<file path="src/common/ma_pkg.sv">
`default_nettype none

package ma_pkg;

    localparam int unsigned xlen = 32;          // Data and address width
    localparam int unsigned jump_bit = 2;       // Function bit that marks a jump in the BRU

    typedef logic [4:0] rf_add_t;               // Destination register address
    typedef logic [2:0] f_part_t;               // Instruction function code

    // Load function codes taken from RISC-V funct3
    localparam f_part_t LD_B  = 3'b000;         // Signed byte
    localparam f_part_t LD_H  = 3'b001;         // Signed halfword
    localparam f_part_t LD_W  = 3'b010;         // Word
    localparam f_part_t LD_BU = 3'b100;         // Unsigned byte
    localparam f_part_t LD_HU = 3'b101;         // Unsigned halfword

    // Instruction kind flags
    // An all-zero value marks an empty slot
    typedef struct packed {
        logic [1:0] rsvd;                       // Spare, kept zero by EX
        logic       lsu;                        // Load or store
        logic       bru;                        // Branch or jump
        logic       alu;                        // Arithmetic result
        logic       csr;                        // CSR access
        logic       rvc;                        // Compressed encoding
        logic       reg_dest;                   // Writes the register file
    } ictrl_t;

    // Value word coming from EX
    // Branch targets are halfword aligned so bit 0 carries the condition
    typedef union packed {
        logic [xlen-1:0] plain;                 // Result or memory address
        struct packed {
            logic [xlen-2:0] tadd;              // Target address bits 31..1
            logic            cond;              // Branch condition fulfilled
        } br;
    } ex_value_u;

    // EX to MA instruction
    typedef struct packed {
        ictrl_t    ictrl;                       // Instruction kind
        f_part_t   funct;                       // Function code
        rf_add_t   rd;                          // Destination register
        ex_value_u val;                         // EX value
        logic      predicted;                   // Taken predicted at fetch
    } ma_instr_t;

    // Load formatting info carried to WB
    typedef struct packed {
        f_part_t    funct;                      // Size and sign
        logic [1:0] offset;                     // Byte offset in the word
    } ld_info_t;

    // Register file write port from WB
    typedef struct packed {
        logic            we;                    // Write enable
        rf_add_t         rd;                    // Target register
        logic [xlen-1:0] val;                   // Formatted value
    } wb_out_t;

endpackage

`default_nettype wire

</file>
<file path="src/rtl/branch_resolver.sv">
`timescale 1ns/1ps
`default_nettype none

module branch_resolver import ma_pkg::*; (
    input  ma_instr_t       instr_i,            // Instruction in MA
    input  logic [xlen-2:0] bop_tadd_i,         // Target predicted at fetch
    input  logic [xlen-1:0] next_pc_i,          // Sequential address
    output logic            toc_o,              // Misprediction, redirect fetch
    output logic            taken_o,            // Resolved as taken
    output logic [xlen-1:0] target_o            // Address the PC should follow
);

    logic            is_bru;                    // Branch or jump present
    logic            is_jump;
    logic            outcome;                   // Taken outcome before gating
    logic            dir_miss;                  // Direction differs from prediction
    logic            tadd_miss;                 // Same direction but other target
    logic [xlen-1:0] br_target;

    assign is_bru  = instr_i.ictrl.bru;
    assign is_jump = instr_i.funct[jump_bit];   // Top function bit selects a jump

    // Jumps always go, branches follow the EX condition bit
    assign outcome = is_jump | instr_i.val.br.cond;
    assign taken_o = is_bru & outcome;

    // Target sits above the condition bit
    assign br_target = {instr_i.val.br.tadd, 1'b0};

    always_comb begin
        dir_miss  = outcome != instr_i.predicted;
        tadd_miss = outcome & instr_i.predicted
                  & (instr_i.val.br.tadd != bop_tadd_i);  // Fetch went to wrong place
        toc_o     = is_bru & (dir_miss | tadd_miss);
    end

    // Not taken resolves to the fall-through address
    // which fetch has to return to after a wrong taken guess
    assign target_o = taken_o ? br_target : next_pc_i;

endmodule

`default_nettype wire

</file>
<file path="config.mk">
export PLATFORM = sky130hd
export DESIGN_NAME = branch_resolver
export DESIGN_NICKNAME = d
export VERILOG_FILES = /design/src/common/ma_pkg.sv /design/src/rtl/branch_resolver.sv
export SDC_FILE = /design/constraint.sdc
export NUM_CORES = 1
export LEC_CHECK = 0
export CAP_MARGIN = 20
export CORE_AREA = 2 2 57 59
export DETAILED_ROUTE_END_ITERATION = 8
export DIE_AREA = 0 0 59 61
export DONT_BUFFER_PORTS = 1
export GPL_ROUTABILITY_DRIVEN = 0
export PLACE_DENSITY_LB_ADDON = 0.12
export SYNTH_ARGS = -nofsm -noshare
export SYNTH_HDL_FRONTEND = slang
export SYNTH_SLANG_ARGS = --single-unit
</file>
<file path="constraint.sdc">
create_clock -name vclk -period 1.2
set_clock_uncertainty 0.05 [all_clocks]
set_input_delay 0.06 -clock vclk [all_inputs]
set_output_delay 0.06 -clock vclk [all_outputs]
set_load 0.02 [all_outputs]
</file>
==> results.toml <==
[die]
placementRows = 20
core-area_mm2 = 0.00295
start_util_pct = 25.5
die_y_um = 61
io_pins = 146
die_area_mm2 = 0.00360
die_w_um = 59

[synthesis]
synth_nets = 196
synth_warnings = 0
syn_area_um2 = 753
yosysSeqAreaShare_pct = 0
synthTopCellsByArea = "mux2_2 (46%), xor2_1 (23%), xnor2_1 (13%)"
yosysTopAreaCellShare_pct = 46.3
synth_cells = 83
synth_top_area_cell = "mux2_2"
synth_cell_types = 13
avgSynthCellArea_um2 = 9.07

[pwr]
internal-power_uw = 209
switchingPower_uw = 241
comb_power_share_pct = 100.0
power_density_mw_per_mm2 = 481
power_frac_seq_pct = 0
peakVddDrop_uv = 158
p_leak_uw = 0.000351
swShare_pct = 53.5
clkPwrFrac_pct = 0
total_power_uw = 450

[run_status]
violations = "setup timing"
status = "finished, violations left"

[final_layout]
diodes = 0
multi_input_area_um2 = 793
regArea_um2 = 0
syn2layout_area_growth_pct = 24.3
n_clock_buffer = 0
finalNonFillerCells = 120
drive_gt1_share_pct = 52.9
fin_nets = 202
stdcell_area_um2 = 936
design.seq.count = 0
nFillCells = 305

[place]
port_buffers = 0
placed_area_um2 = 827
dpl.hpwl_um = 1900
place_inst = 117
detailedPlace.worstSlack_ns = -0.268

[global_routing]
track_usage_pct = 9.70
antenna_found_initial = 0
grt_pass1_wl_um = 2660
first_global_vias = 622
grt_max_degree = 12
grt.overflow.total = 0

[route]
ant_nets = 0
vias = 682
routed_wl_um = 2210
viasPerCell = 5.68
wire_per_inst_um = 18.5
drc = 0
drt_iter0_markers = 1
drt_pre_antenna_iters = 2

[sta]
setup_viol = 1
relSlewSlack_pct = 78.2
tightest_slew_ns = 0.323
period_needed_ns = 1.22
final_hold_viol_count = 0
setup-tns-final_ns = -0.0233
drv_slew = 0
fin_crit_sh_pct = 102
maxClockFrequency_ghz = 0.817
worst_slack_ns = -0.0233
rsz0062_at_grt = "true"

[flow_run]
max-cap-violations = 0

[worst_setup_path]
cp_data_required_time_ns = 1.09
cp_data_arrival_time_ns = 1.11
critPathKind = "input pin to output pin"
end_kind = "output pin"
cp-start-kind = "input pin"
crit_path_max_fanout = 2

[worst_hold_path]
hold-path-cell-count = 2
hold_path.class = "input pin to output pin"

[clock_network]
postCtsHoldBufs = 0
## cell families after synthesis
logic type	synth area share [%]
xor gates and xnor gates	36.0
and+or+nand+nor	11.8
buffers and inverters	3.49
muxes	46.3
adders and majority gates	1.66
AOI/OAI and AO/OA	0.664
## placed cells by master, fill, tap and decap left out, drive strengths merged
cell type  Yosys  layout
mux2          31      31
xor2          20      20
xnor2         11      11
buf            3       7
nor4           6       6
nand4          4       4
nand2          3       3
or2            1       1
inv            1       1
and2           1       1
o21ai          1       1
ha             1       1
## worst max-delay path, stage by stage
cell	delay [ns]
xor2_2	0.15
nor4_2	0.26
nand4_1	0.17
nor4_2	0.31
o21ai_2	0.16
## metrics by stage
stage / hold WS (ns) / util (%)
after floorplan: 0.253 / -
after global placement: 0.259 / 28.0
after detailed placement: 0.256 / 28.0
after CTS: 0.223 / 31.2
after global routing: 0.232 / 31.7
final: 0.221 / 31.7
## layer usage
metal,up-vias,track usage [%],routed length (um)
met5,-,0,0
met4,0,0,0
met1,299,9.86,676
met2,76,21.9,1270
met3,0,0.853,265
li1,307,-,-
## power groups by stage
stage | Sequential (uW) | Combinational [uW] | Clock [uW]
2_1_floorplan | 0 | 355 | 0
3_3_place_gp | 0 | 404 | 0
3_5_place_dp | 0 | 403 | 0
4_1_cts | 0 | 454 | 0
5_1_grt | 0 | 478 | 0
6_report | 0 | 450 | 0
## what timing repair did
item | CTS | global route
pin swaps | 3 | 6
resized for setup | 13 | 2
endpoints found under the hold margin | 0 | 0
setup endpoints to repair | 21 | 1
cloned | 1 | 0
buffers inserted | 2 | 0
## worst paths after layout
kind     to   startpoint
max   toc_o   instr_i[9]
min   toc_o  instr_i[45]
## layout make-up
type	instances	share of cell area, %
inverters	1	0.401
multi-input cells	79	84.8
well taps	33	4.41
repair buffers	7	10.4
## synthesized netlist by cell type
master / count
and2_1: 1
nand2_1: 2
ha_1: 1
xor2_1: 20
inv_1: 1
o21ai_1: 1
nor4_1: 6
xnor2_1: 11
buf_4: 3
nand2_2: 1
mux2_2: 31
nand4_1: 4
or2_2: 1
(Power assumes the default switching activity.)
