## config.mk

```make
export PLATFORM = sky130hd
export DESIGN_NAME = mawb_register
export DESIGN_NICKNAME = d
export VERILOG_FILES = /design/src/common/ma_pkg.sv /design/src/rtl/mawb_register.sv
export SDC_FILE = /design/constraint.sdc
export NUM_CORES = 1
export LEC_CHECK = 0
export BUFFER_PORTS_ARGS = -buffer_cell sky130_fd_sc_hd__buf_4
export CAP_MARGIN = 20
export CORE_UTILIZATION = 36
export DETAILED_ROUTE_END_ITERATION = 10
export PLACE_DENSITY = 0.77
export SYNTH_ARGS = -nofsm -noshare
export SYNTH_HDL_FRONTEND = slang
export SYNTH_SLANG_ARGS = --single-unit
```

## constraint.sdc

```tcl
create_clock -name s_clk_i -period 0.8 [get_ports s_clk_i]
set_input_delay 0.16 -clock s_clk_i [delete_from_list [all_inputs] [get_ports s_clk_i]]
set_output_delay 0.16 -clock s_clk_i [all_outputs]
set_load 0.01 [all_outputs]
```

## src/common/ma_pkg.sv

```systemverilog
`default_nettype none

package ma_pkg;

    localparam int unsigned xlen = 32;          // Data and address width
    localparam int unsigned jump_bit = 2;       // Function bit that marks a jump in the BRU

    typedef logic [4:0] rf_add_t;               // Destination register address
    typedef logic [2:0] f_part_t;               // Instruction function code

    // Load function codes taken from RISC-V funct3
    localparam f_part_t LD_B  = 3'b000;         // Signed byte
    localparam f_part_t LD_H  = 3'b001;         // Signed halfword
    localparam f_part_t LD_W  = 3'b010;         // Word
    localparam f_part_t LD_BU = 3'b100;         // Unsigned byte
    localparam f_part_t LD_HU = 3'b101;         // Unsigned halfword

    // Instruction kind flags
    // An all-zero value marks an empty slot
    typedef struct packed {
        logic [1:0] rsvd;                       // Spare, kept zero by EX
        logic       lsu;                        // Load or store
        logic       bru;                        // Branch or jump
        logic       alu;                        // Arithmetic result
        logic       csr;                        // CSR access
        logic       rvc;                        // Compressed encoding
        logic       reg_dest;                   // Writes the register file
    } ictrl_t;

    // Value word coming from EX
    // Branch targets are halfword aligned so bit 0 carries the condition
    typedef union packed {
        logic [xlen-1:0] plain;                 // Result or memory address
        struct packed {
            logic [xlen-2:0] tadd;              // Target address bits 31..1
            logic            cond;              // Branch condition fulfilled
        } br;
    } ex_value_u;

    // EX to MA instruction
    typedef struct packed {
        ictrl_t    ictrl;                       // Instruction kind
        f_part_t   funct;                       // Function code
        rf_add_t   rd;                          // Destination register
        ex_value_u val;                         // EX value
        logic      predicted;                   // Taken predicted at fetch
    } ma_instr_t;

    // Load formatting info carried to WB
    typedef struct packed {
        f_part_t    funct;                      // Size and sign
        logic [1:0] offset;                     // Byte offset in the word
    } ld_info_t;

    // Register file write port from WB
    typedef struct packed {
        logic            we;                    // Write enable
        rf_add_t         rd;                    // Target register
        logic [xlen-1:0] val;                   // Formatted value
    } wb_out_t;

endpackage

`default_nettype wire

```

## src/rtl/mawb_register.sv

```systemverilog
`timescale 1ns/1ps
`default_nettype none

module mawb_register import ma_pkg::*; (
    input  logic            s_clk_i,            // Clock
    input  logic            rst_n_i,            // Async reset, active low
    input  ma_instr_t       instr_i,            // Instruction in MA
    input  logic            stall_i,            // LSU transfer extended
    input  logic [xlen-1:0] next_pc_i,          // Link value for jumps
    input  logic [xlen-1:0] lsu_data_i,         // LSU read data
    output rf_add_t         rd_o,               // Destination in WB
    output logic            we_o,               // Register file write in WB
    output logic            lsu_o,              // WB holds a load or store
    output logic [xlen-1:0] raw_val_o,          // Unformatted result
    output ld_info_t        ld_info_o           // Load size, sign and offset
);

    logic            slot_valid;                // Instruction leaves MA this cycle
    logic [xlen-1:0] result;                    // Stage result
    ld_info_t        ldi;

    logic            we_q;
    logic            lsu_q;
    rf_add_t         rd_q;
    logic [xlen-1:0] val_q;
    ld_info_t        ldi_q;

    // A stalled slot turns into a bubble in WB
    assign slot_valid = (instr_i.ictrl != '0) & ~stall_i;

    // Stage result selection
    always_comb begin
        if (instr_i.ictrl.lsu) begin
            result = lsu_data_i;                // Raw bus word
        end else if (instr_i.ictrl.bru) begin
            result = next_pc_i;                 // Link address
        end else begin
            result = instr_i.val.plain;
        end
    end

    // Low address bits pick the byte lane later in WB
    assign ldi = '{funct: instr_i.funct, offset: instr_i.val.plain[1:0]};

    // Control part
    always_ff @(posedge s_clk_i or negedge rst_n_i) begin
        if (!rst_n_i) begin
            we_q  <= 1'b0;
            lsu_q <= 1'b0;
        end else begin
            we_q  <= slot_valid & instr_i.ictrl.reg_dest;
            lsu_q <= slot_valid & instr_i.ictrl.lsu;
        end
    end

    // Payload part, only loaded by a real instruction
    always_ff @(posedge s_clk_i) begin
        if (slot_valid) begin
            rd_q  <= instr_i.rd;
            val_q <= result;
            ldi_q <= ldi;
        end
    end

    assign rd_o      = rd_q;
    assign we_o      = we_q;
    assign lsu_o     = lsu_q;
    assign raw_val_o = val_q;
    assign ld_info_o = ldi_q;

endmodule

`default_nettype wire

```

==> out/qor.csv <==
metric,value,unit
p_leak,1.79,nW
setup_ws,-0.198,ns
ys_types,14,
drc,0,
cts_buffers,5,
synth_warnings,0,
core,5510,sq um
top_layer_used,met4,
final_cell_mix,"117 x buf_4, 50 x buf_6, 42 x edfxtp_1",
syn_area_per_cell,13.1,sq um
finalPower,6.02,mW
drive_gt1_frac,0.565,
io_pins,160,
irDropWorstVdd,887,uV
crit_required,0.86,ns
cp-end-kind,flip-flop,
drt-vias-per-instance,4.62,
routedWlPerCell,14.2,microns
critPathMostFrequentCell,buf_6,
clk_pin_slew,0.08,ns
htreeDepth,2,
firstDrtPassIters,4,
layout.nets,446,
hp-class,primary input to flip-flop,
relSlewSlack,0.833,
final_antenna_net_count,0,
via_count,1863,
dpl.hpwl,4160,microns
grt_pass1_wl,7990,microns
power_density,1560,nW/um^2
drt_iter0_drc,48,
clock.fmax,1.00,GHz
dr_wl_met3,499,microns
start_util,0.372,
diodes,0,
met2_length,3110,microns
die_x,77.4,microns
fin_crit,0.998,ns
track_usage,0.174,
worstPathCellList,buf_6 > nor4_4 > buf_4 > a21oi_4 > buf_6 > clkbuf_16,
cts_tree,done,
cap_viol_max_count,0,
syn_to_final_growth,88.8,%
timing.final.crit_share,1.25,
clockRootBuffer,clkbuf_8,
hold_ws,0.0466,ns
status,finished with violations,
cp.arrival,1.05,ns
crit_slowest_cell,nor4_4,
finalNonFillerCells,403,
antenna_found_initial,0,
slew_viol_final,0,
grt_start_max_net_pins,35,
slowest_delay,0.27,ns
worstMarginPinSlew,0.248,ns
ys_seq_area_frac,0.640,
syn_nets,272,
drt_wl_total,5720,microns
grt_overflow_total,0,
setup_viol,86,
rsz0062_at_grt,true,
dp_cells,385,
grt_pass1_vias,1770,
min_delay_path_depth,1,
crit_fanout,5,
ys_ff_latch,44,
start_kind,primary input,
io_buffers,158,
path_class,primary input to flip-flop,
cts_sinks,44,
wl_met1,2080,microns
routabilityCongestion,0.742,
final_hold_viol_count,0,
cts.path.max_buffers,2,
die_h,77.4,microns
rows,27,
violations,setup timing,
die_area,6000,sq um
synthesis.area,2050,sq um
syn-instance-count,156,
final_common_cell,buf_4,
[routing by layer]
metal | track usage | vias up
met5 | 0 | -
met4 | 0.0453 | 0
met3 | 0.0529 | 4
met2 | 0.328 | 104
met1 | 0.186 | 834
li1 | - | 921
[cells by family (layout without fill, tap and decap cells)]
group                  count (synthesis)  after routing  synth area share
AOI/OAI and AO/OA                     33             33            0.0806
and+or+nand+nor                       36             36            0.0709
DFF                                   44             44             0.640
buffers and inverters                 11            186            0.0519
muxes                                 32             32             0.156
[worst max-delay path, delay by kind of cell]
kind | cells | cell delay [ns]
buffers and inverters | 4 | 0.57
AOI/OAI and AO/OA | 1 | 0.06
and+or+nand+nor | 1 | 0.27
[sequential cells by signal (all words and copies together) (netlist names)]
register	cells
raw_val_o	32
ld_info_o	5
rd_o	5
lsu_o	1
we_o	1
[power breakdown]
group	total, mW	switching, mW	internal, mW	leakage [nW]
Sequential	2.87	0.0954	2.78	0.435
Clock	1.61	0.687	0.926	0.0552
Combinational	1.54	0.549	0.991	1.30
[synthesized netlist by cell type]
library cell,n,share of area
a21oi_1,1,0.0024
buf_12,3,0.029
buf_2,4,0.0098
buf_4,1,0.0037
buf_6,1,0.0055
clkbuf_1,2,0.0037
dfrtp_1,2,0.024
edfxtp_1,42,0.62
mux2i_1,32,0.16
nand2_1,32,0.059
nor2b_1,2,0.0061
nor4_1,2,0.0061
o21ai_0,2,0.0049
o21ai_1,30,0.073
[stage by stage]
stage | setup TNS [ns] | cell area, sq um | util | setup WS, ns
2_1_floorplan | -30.62 | 2090 | - | -0.663
3_3_place_gp | -24.96 | 3370 | 0.612 | -0.414
3_5_place_dp | -27.96 | 3370 | 0.612 | -0.469
4_1_cts | -12.78 | 3680 | 0.668 | -0.202
5_1_grt | -17.13 | 3870 | 0.702 | -0.225
6_report | -14.87 | 3870 | 0.702 | -0.198
[worst paths after layout]
path | start | endpoint
setup / recovery | instr_i[44] | raw_val_o[22]
hold / removal | instr_i[40] | ld_info_o[4]
max in group asynchronous | rst_n_i | we_o
min in group asynchronous | rst_n_i | lsu_o
[final cells by class]
type	instances	area [sq um]
flip-flops and latches	44	1310
clock buffers	6	72.6
multi-input cells	101	672
well taps	72	90.1
repair buffers	178	1690
clock inverters	2	35.0
fillers	432	1640
[timing repair]
| item | in CTS | in global routing |
|---|---|---|
| endpoints found under the setup margin | 86 | 88 |
| gates resized for setup | 31 | 22 |
| hold endpoints to repair | 2 | 0 |
| pin swaps | 2 | 2 |
| buffers inserted | 0 | 2 |
| hold buffers | 1 | 0 |
| gates cloned | 2 | 5 |
(Power assumes the default switching activity.)
