===== src/common/ma_pkg.sv =====
`default_nettype none

package ma_pkg;

    localparam int unsigned xlen = 32;          // Data and address width
    localparam int unsigned jump_bit = 2;       // Function bit that marks a jump in the BRU

    typedef logic [4:0] rf_add_t;               // Destination register address
    typedef logic [2:0] f_part_t;               // Instruction function code

    // Load function codes taken from RISC-V funct3
    localparam f_part_t LD_B  = 3'b000;         // Signed byte
    localparam f_part_t LD_H  = 3'b001;         // Signed halfword
    localparam f_part_t LD_W  = 3'b010;         // Word
    localparam f_part_t LD_BU = 3'b100;         // Unsigned byte
    localparam f_part_t LD_HU = 3'b101;         // Unsigned halfword

    // Instruction kind flags
    // An all-zero value marks an empty slot
    typedef struct packed {
        logic [1:0] rsvd;                       // Spare, kept zero by EX
        logic       lsu;                        // Load or store
        logic       bru;                        // Branch or jump
        logic       alu;                        // Arithmetic result
        logic       csr;                        // CSR access
        logic       rvc;                        // Compressed encoding
        logic       reg_dest;                   // Writes the register file
    } ictrl_t;

    // Value word coming from EX
    // Branch targets are halfword aligned so bit 0 carries the condition
    typedef union packed {
        logic [xlen-1:0] plain;                 // Result or memory address
        struct packed {
            logic [xlen-2:0] tadd;              // Target address bits 31..1
            logic            cond;              // Branch condition fulfilled
        } br;
    } ex_value_u;

    // EX to MA instruction
    typedef struct packed {
        ictrl_t    ictrl;                       // Instruction kind
        f_part_t   funct;                       // Function code
        rf_add_t   rd;                          // Destination register
        ex_value_u val;                         // EX value
        logic      predicted;                   // Taken predicted at fetch
    } ma_instr_t;

    // Load formatting info carried to WB
    typedef struct packed {
        f_part_t    funct;                      // Size and sign
        logic [1:0] offset;                     // Byte offset in the word
    } ld_info_t;

    // Register file write port from WB
    typedef struct packed {
        logic            we;                    // Write enable
        rf_add_t         rd;                    // Target register
        logic [xlen-1:0] val;                   // Formatted value
    } wb_out_t;

endpackage

`default_nettype wire


===== src/rtl/load_decoder.sv =====
`timescale 1ns/1ps
`default_nettype none

module load_decoder import ma_pkg::*; (
    input  logic [xlen-1:0] raw_val_i,          // Word from the MA/WB register
    input  ld_info_t        ld_info_i,          // Size, sign and offset
    input  logic            lsu_i,              // Value came from the LSU
    output logic [xlen-1:0] val_o               // Formatted value
);

    logic [7:0]  sel_byte;                      // Addressed byte lane
    logic [15:0] sel_half;                      // Addressed halfword

    // Byte lane from both offset bits, halfword from the upper one
    assign sel_byte = raw_val_i[{ld_info_i.offset, 3'b000} +: 8];
    assign sel_half = raw_val_i[{ld_info_i.offset[1], 4'b0000} +: 16];

    always_comb begin
        val_o = raw_val_i;                      // Words and non-loads pass
        if (lsu_i) begin
            case (ld_info_i.funct)
                LD_B: begin
                    val_o = {{(xlen-8){sel_byte[7]}}, sel_byte};
                end
                LD_BU: begin
                    val_o = {{(xlen-8){1'b0}}, sel_byte};
                end
                LD_H: begin
                    val_o = {{(xlen-16){sel_half[15]}}, sel_half};
                end
                LD_HU: begin
                    val_o = {{(xlen-16){1'b0}}, sel_half};
                end
                LD_W: begin
                    val_o = raw_val_i;
                end
                default: begin
                    // Store codes and others keep the raw word
                    val_o = raw_val_i;
                end
            endcase
        end
    end

endmodule

`default_nettype wire


===== config.mk =====
export PLATFORM = sky130hd
export DESIGN_NAME = load_decoder
export DESIGN_NICKNAME = d
export VERILOG_FILES = /design/src/common/ma_pkg.sv /design/src/rtl/load_decoder.sv
export SDC_FILE = /design/constraint.sdc
export NUM_CORES = 1
export LEC_CHECK = 0
export BUFFER_PORTS_ARGS = -buffer_cell sky130_fd_sc_hd__buf_2
export CAP_MARGIN = 20
export CORE_AREA = 2 2 57 59
export DETAILED_ROUTE_END_ITERATION = 10
export DIE_AREA = 0 0 59 61
export GPL_ROUTABILITY_DRIVEN = 0
export PLACE_DENSITY = 0.71
export SLEW_MARGIN = 25
export SYNTH_ARGS = -nofsm -noshare
export SYNTH_HDL_FRONTEND = slang
export SYNTH_SLANG_ARGS = --single-unit

===== constraint.sdc =====
create_clock -name vclk -period 1.1
set_input_delay 0.165 -clock vclk [all_inputs]
set_output_delay 0.165 -clock vclk [all_outputs]
set_load 0.005 [all_outputs]

==> metrics, run 1 <==
drt first pass iters 4; IO Pins 70; PortBufs 70; Crit. End Element output port; DP Cell Count 263; status finished, violations left; Die Wd 59 um; Setup crit start kind primary input; Power per Cell Area 432 nW/um^2; Tot GR Track Use 24.0%; Synth warnings 0; PnR worst setup slack -0.292 ns; area of the mapped netlist 1010 sq um; Nets 277; # Max-Cap Violations 0; Initial Util 34.1%; failing checks negative setup slack; Place WS -0.379 ns; Final Cell Area 2110 sq um; detailed placement HPWL 3100 um; Area Overhead vs Synth 110%; slew at the pin with the worst max-slew slack 0.339 ns; Crit path required time 0.94 ns; Post-Syn Nets 171; CP Data Arrival Time 1.23 ns; crit share post-route 127%; unique cell type count in the Yosys netlist 35; vias 1501; vias per std cell 5.56; Max Slew Vio Count 0; fraction of layout cells with a size suffix above 1 76.8%; sequential cell area 0 sq um; remaining global-route overflow 0; largest net degree at the start of global routing 13; number of global-route vias before repair 1402; Core Area 2950 sq um; height of the chip 61 um; Synth Area per Inst 7.56 sq um; Final Routed Wirelength 4470 um; sequential cell area fraction in the yosys report 0%; final hold viol count 0; LEAKAGE 0.986 nW; DRC Markers 0; Worst slew margin 77.4%; fmax 0.718 GHz; Post-DP Area 1690 sq um; Post-Synthesis Cells 133; post-route insts no fill 270; number of sequential cells 0; first-pass GRT wire length 6730 um; Setup Crit Path Kind in2out; routed len/inst 16.6 um; maximum VDD drop 0.000256 V; DIE AREA 3600 sq um; initial antenna violation count 0; min cycle time layout 1.39 ns; fillers 224; diode count 0; Multi-input gate area 1150 sq um; clkbuf count 0; HP Class in2out; Critical Path Fanout Max 8; final setup fails 32; Antenna Nets Post-Route 0; # rows 20; Initial DRC Count 58; worst hold slack 0.676 ns; RSZ-0062 raised after global routing true
routing by layer:
| metal | GRT usage [%] | wire, um | vias to the layer above |
|---|---|---|---|
| li1 | - | - | 731 |
| met1 | 30.8 | 1870 | 699 |
| met2 | 45.6 | 2280 | 63 |
| met3 | 1.07 | 226 | 8 |
| met4 | 2.92 | 96 | 0 |
| met5 | 0 | 0 | - |
where the power goes:
group	switching (W)	internal, W
sequential	0	0
clock	0	0
combinational	0.000423	0.000490
logic make-up after synthesis:
| group | Yosys count | synth area share [%] |
|---|---|---|
| buf+inv | 21 | 11.4 |
| compound gates | 64 | 47.9 |
| mux | 11 | 12.6 |
| simple gates | 37 | 28.1 |
final timing paths:
| check | startpoint | end | cells after the start |
|---|---|---|---|
| setup / recovery | ld_info_i[0] | val_o[13] | 5 |
| hold / removal | raw_val_i[14] | val_o[14] | 4 |
cell usage after synthesis, types with 2 or more instances:
master	number	area share [%]
a21oi_1	28	14
a21oi_2	11	9.6
buf_2	8	4.0
mux2i_1	7	7.0
nand3_1	7	3.5
and4b_1	6	6.0
inv_1	6	2.2
o21ai_1	6	3.0
o221ai_1	6	5.2
and3b_1	5	4.4
nor2_1	5	1.9
buf_4	4	3.0
a221oi_2	3	4.5
mux2_4	3	4.5
nand2b_1	3	1.9
a221oi_1	2	1.7
nand2_1	2	0.75
nor2b_1	2	1.2
nor3b_1	2	1.5
o21ai_0	2	1.0
worst max-delay path, cell delays in order:
cell and delay [ns]:
buf_8 0.10, mux2_4 0.33, a32oi_4 0.36, o211ai_1 0.13, buf_2 0.14
cells in the final DEF (no fill, tap or decap), drive strengths merged, types with 5 or more instances in the layout:
| cell type | n |
|---|---|
| inv | 7 |
| nor2 | 5 |
| mux2i | 7 |
| and3b | 5 |
| a21oi | 40 |
| nand3 | 7 |
| o221ai | 6 |
| and4b | 6 |
| buf | 117 |
| o21ai | 8 |
| a221oi | 5 |
what timing repair did:
action / CTS / global route
resized for setup: 58 / 25
hold buffers: 0 / 0
pin swaps: 37 / 9
endpoints found under the setup margin: 32 / 32
setup buffers: 7 / 0
gates cloned: 2 / 0
through the flow:
stage	utilization [%]	setup TNS, ns	total power (W)
floorplan	-	-0.309	0.000354
global placement	57.3	-9.55	0.000705
detailed placement	57.3	-9.79	0.000713
CTS	68.9	-7.71	0.000865
global route	71.6	-8.80	0.000973
finish	71.6	-7.79	0.000913
cell type report:
| type | count | share of cell area, % |
|---|---|---|
| inverters | 7 | 1.24 |
| repair buffers | 118 | 42.3 |
| well taps | 33 | 1.95 |
| multi-input cells | 112 | 54.5 |
(Power assumes the default switching activity.)
==> run 2: changes to the inputs <==
--- a/config.mk
+++ b/config.mk
@@ -6,12 +6,14 @@
 export NUM_CORES = 1
 export LEC_CHECK = 0
 export BUFFER_PORTS_ARGS = -buffer_cell sky130_fd_sc_hd__buf_2
-export CAP_MARGIN = 20
+export CAP_MARGIN = 15
 export CORE_AREA = 2 2 57 59
 export DETAILED_ROUTE_END_ITERATION = 10
 export DIE_AREA = 0 0 59 61
 export GPL_ROUTABILITY_DRIVEN = 0
 export PLACE_DENSITY = 0.71
+export SETUP_SLACK_MARGIN = 0.1
+export SKIP_LAST_GASP = 1
 export SLEW_MARGIN = 25
 export SYNTH_ARGS = -nofsm -noshare
 export SYNTH_HDL_FRONTEND = slang
==> metrics, run 2 (synthesized netlist as in run 1, its figures left out) <==
routed len/inst 17.3 um (was 16.6 um); LEAKAGE 1.02 nW (was 0.986 nW); maximum VDD drop 0.000233 V (was 0.000256 V); drt first pass iters 4 (unchanged); final hold viol count 0 (unchanged); Die Wd 59 um (unchanged); # rows 20 (unchanged); number of global-route vias before repair 1451 (was 1402); DIE AREA 3600 sq um (unchanged); DP Cell Count 262 (was 263); Area Overhead vs Synth 112% (was 110%); # Max-Cap Violations 0 (unchanged); fraction of layout cells with a size suffix above 1 76.7% (was 76.8%); remaining global-route overflow 0 (unchanged); number of sequential cells 0 (unchanged); CP Data Arrival Time 1.24 ns (was 1.23 ns); Antenna Nets Post-Route 0 (unchanged); most frequent cells in the layout buf_2 (62), buf_4 (31), a21oi_1 (22) (was buf_2 (64), buf_4 (32), a21oi_1 (19)); Max Slew Vio Count 0 (unchanged); initial antenna violation count 0 (unchanged); post-route insts no fill 273 (was 270); Nets 280 (was 277); final setup fails 32 (unchanged); Power, Total 0.000919 W (was 0.000913 W); RSZ-0062 raised after global routing true (unchanged); Finished Core Util 72.2% (was 71.6%); height of the chip 61 um (unchanged); largest net degree at the start of global routing 11 (was 13); status finished, violations left (unchanged); detailed placement HPWL 3050 um (was 3100 um); vias 1547 (was 1501); vias per std cell 5.67 (was 5.56); Core Area 2950 sq um (unchanged); Final Routed Wirelength 4720 um (was 4470 um); crit share post-route 128% (was 127%); DRC Markers 0 (unchanged); Initial DRC Count 41 (was 58); Setup crit start kind primary input (unchanged); PnR worst setup slack -0.307 ns (was -0.292 ns); fmax 0.711 GHz (was 0.718 GHz); Crit. End Element output port (unchanged); Tot GR Track Use 24.3% (was 24.0%); sequential cell area 0 sq um (unchanged); clkbuf count 0 (unchanged); PortBufs 70 (unchanged); Power per Cell Area 431 nW/um^2 (was 432 nW/um^2); diode count 0 (unchanged); Crit path required time 0.94 ns (about the same); Critical Path Fanout Max 7 (was 8); first-pass GRT wire length 6840 um (was 6730 um); min cycle time layout 1.41 ns (was 1.39 ns); HP Class in2out (unchanged); commonest non-fill, non-tap cell in the layout buf_2 (unchanged); # hold bufs at CTS 0 (unchanged); Worst slew margin 80.1% (was 77.4%); Setup Crit Path Kind in2out (unchanged); Place WS -0.333 ns (was -0.379 ns); failing checks negative setup slack (unchanged); IO Pins 70 (unchanged); slew at the pin with the worst max-slew slack 0.299 ns (was 0.339 ns); Initial Util 34.1% (unchanged)
run 2: cell count changes in the layout (fill, tap and decap cells not counted), moves of 2 or more:
| cell | before | now |
|---|---|---|
| buf_2 | 64 | 62 |
| o21ai_2 | 2 | 5 |
| a21oi_2 | 18 | 14 |
| nand3_4 | 2 | 0 |
| nand3_2 | 4 | 7 |
| mux2i_4 | 3 | 0 |
| buf_6 | 11 | 17 |
| mux2i_2 | 2 | 4 |
| o21ai_1 | 5 | 2 |
| a21oi_1 | 19 | 22 |
run 2: layer usage:
layer | vias up | global-route usage [%] | routed length (um)
li1 | 737 | - | -
met1 | 740 | 28.2 | 1940
met2 | 62 | 45.7 | 2520
met3 | 8 | 2.13 | 174
met4 | 0 | 10.1 | 91
met5 | - | 0 | 0
run 2: worst paths after layout:
kind | from | endpoint | slack (ns) | cells after the start
worst max-delay path | ld_info_i[0] | val_o[13] | -0.31 | 6
worst min-delay path | raw_val_i[6] | val_o[6] | 0.66 | 4
run 2: repair_timing:
action | in CTS | in global routing
endpoints found under the setup margin | 32 | 32
cloned | 2 | 0
pin swaps | 27 | 11
endpoints found under the hold margin | 0 | 0
setup buffers | 9 | 1
gates resized for setup | 59 | 17
run 2: worst max-delay path, stage by stage:
cell	delay [ns]
buf_8	0.10
mux2_4	0.32
a32oi_4	0.27
buf_12	0.16
o211ai_1	0.07
buf_2	0.13
run 2: final cells by class:
class	instances	area, sq um
Inverter	7	26.3
Timing Repair Buffer	120	937
Multi-Input combinational cell	113	1130
Fill cell	221	822
Tap cell	33	41.3
run 2: report_power, final:
group	total (W)	switching [W]	leakage, nW	internal [W]
logic	0.000919	0.000422	1.02	0.000497
clock network	0	0	0	0
registers	0	0	0	0
total	0.000919	0.000422	1.02	0.000497
run 2: through the flow:
stage               hold slack (ns)  area [sq um]  setup TNS, ns
global placement              0.637          1710          -9.14
CTS                           0.640          2050          -7.55
detailed placement            0.639          1710          -9.66
floorplan                     0.418          1090         -0.355
global route                  0.689          2130          -9.02
finish                        0.657          2130          -8.09
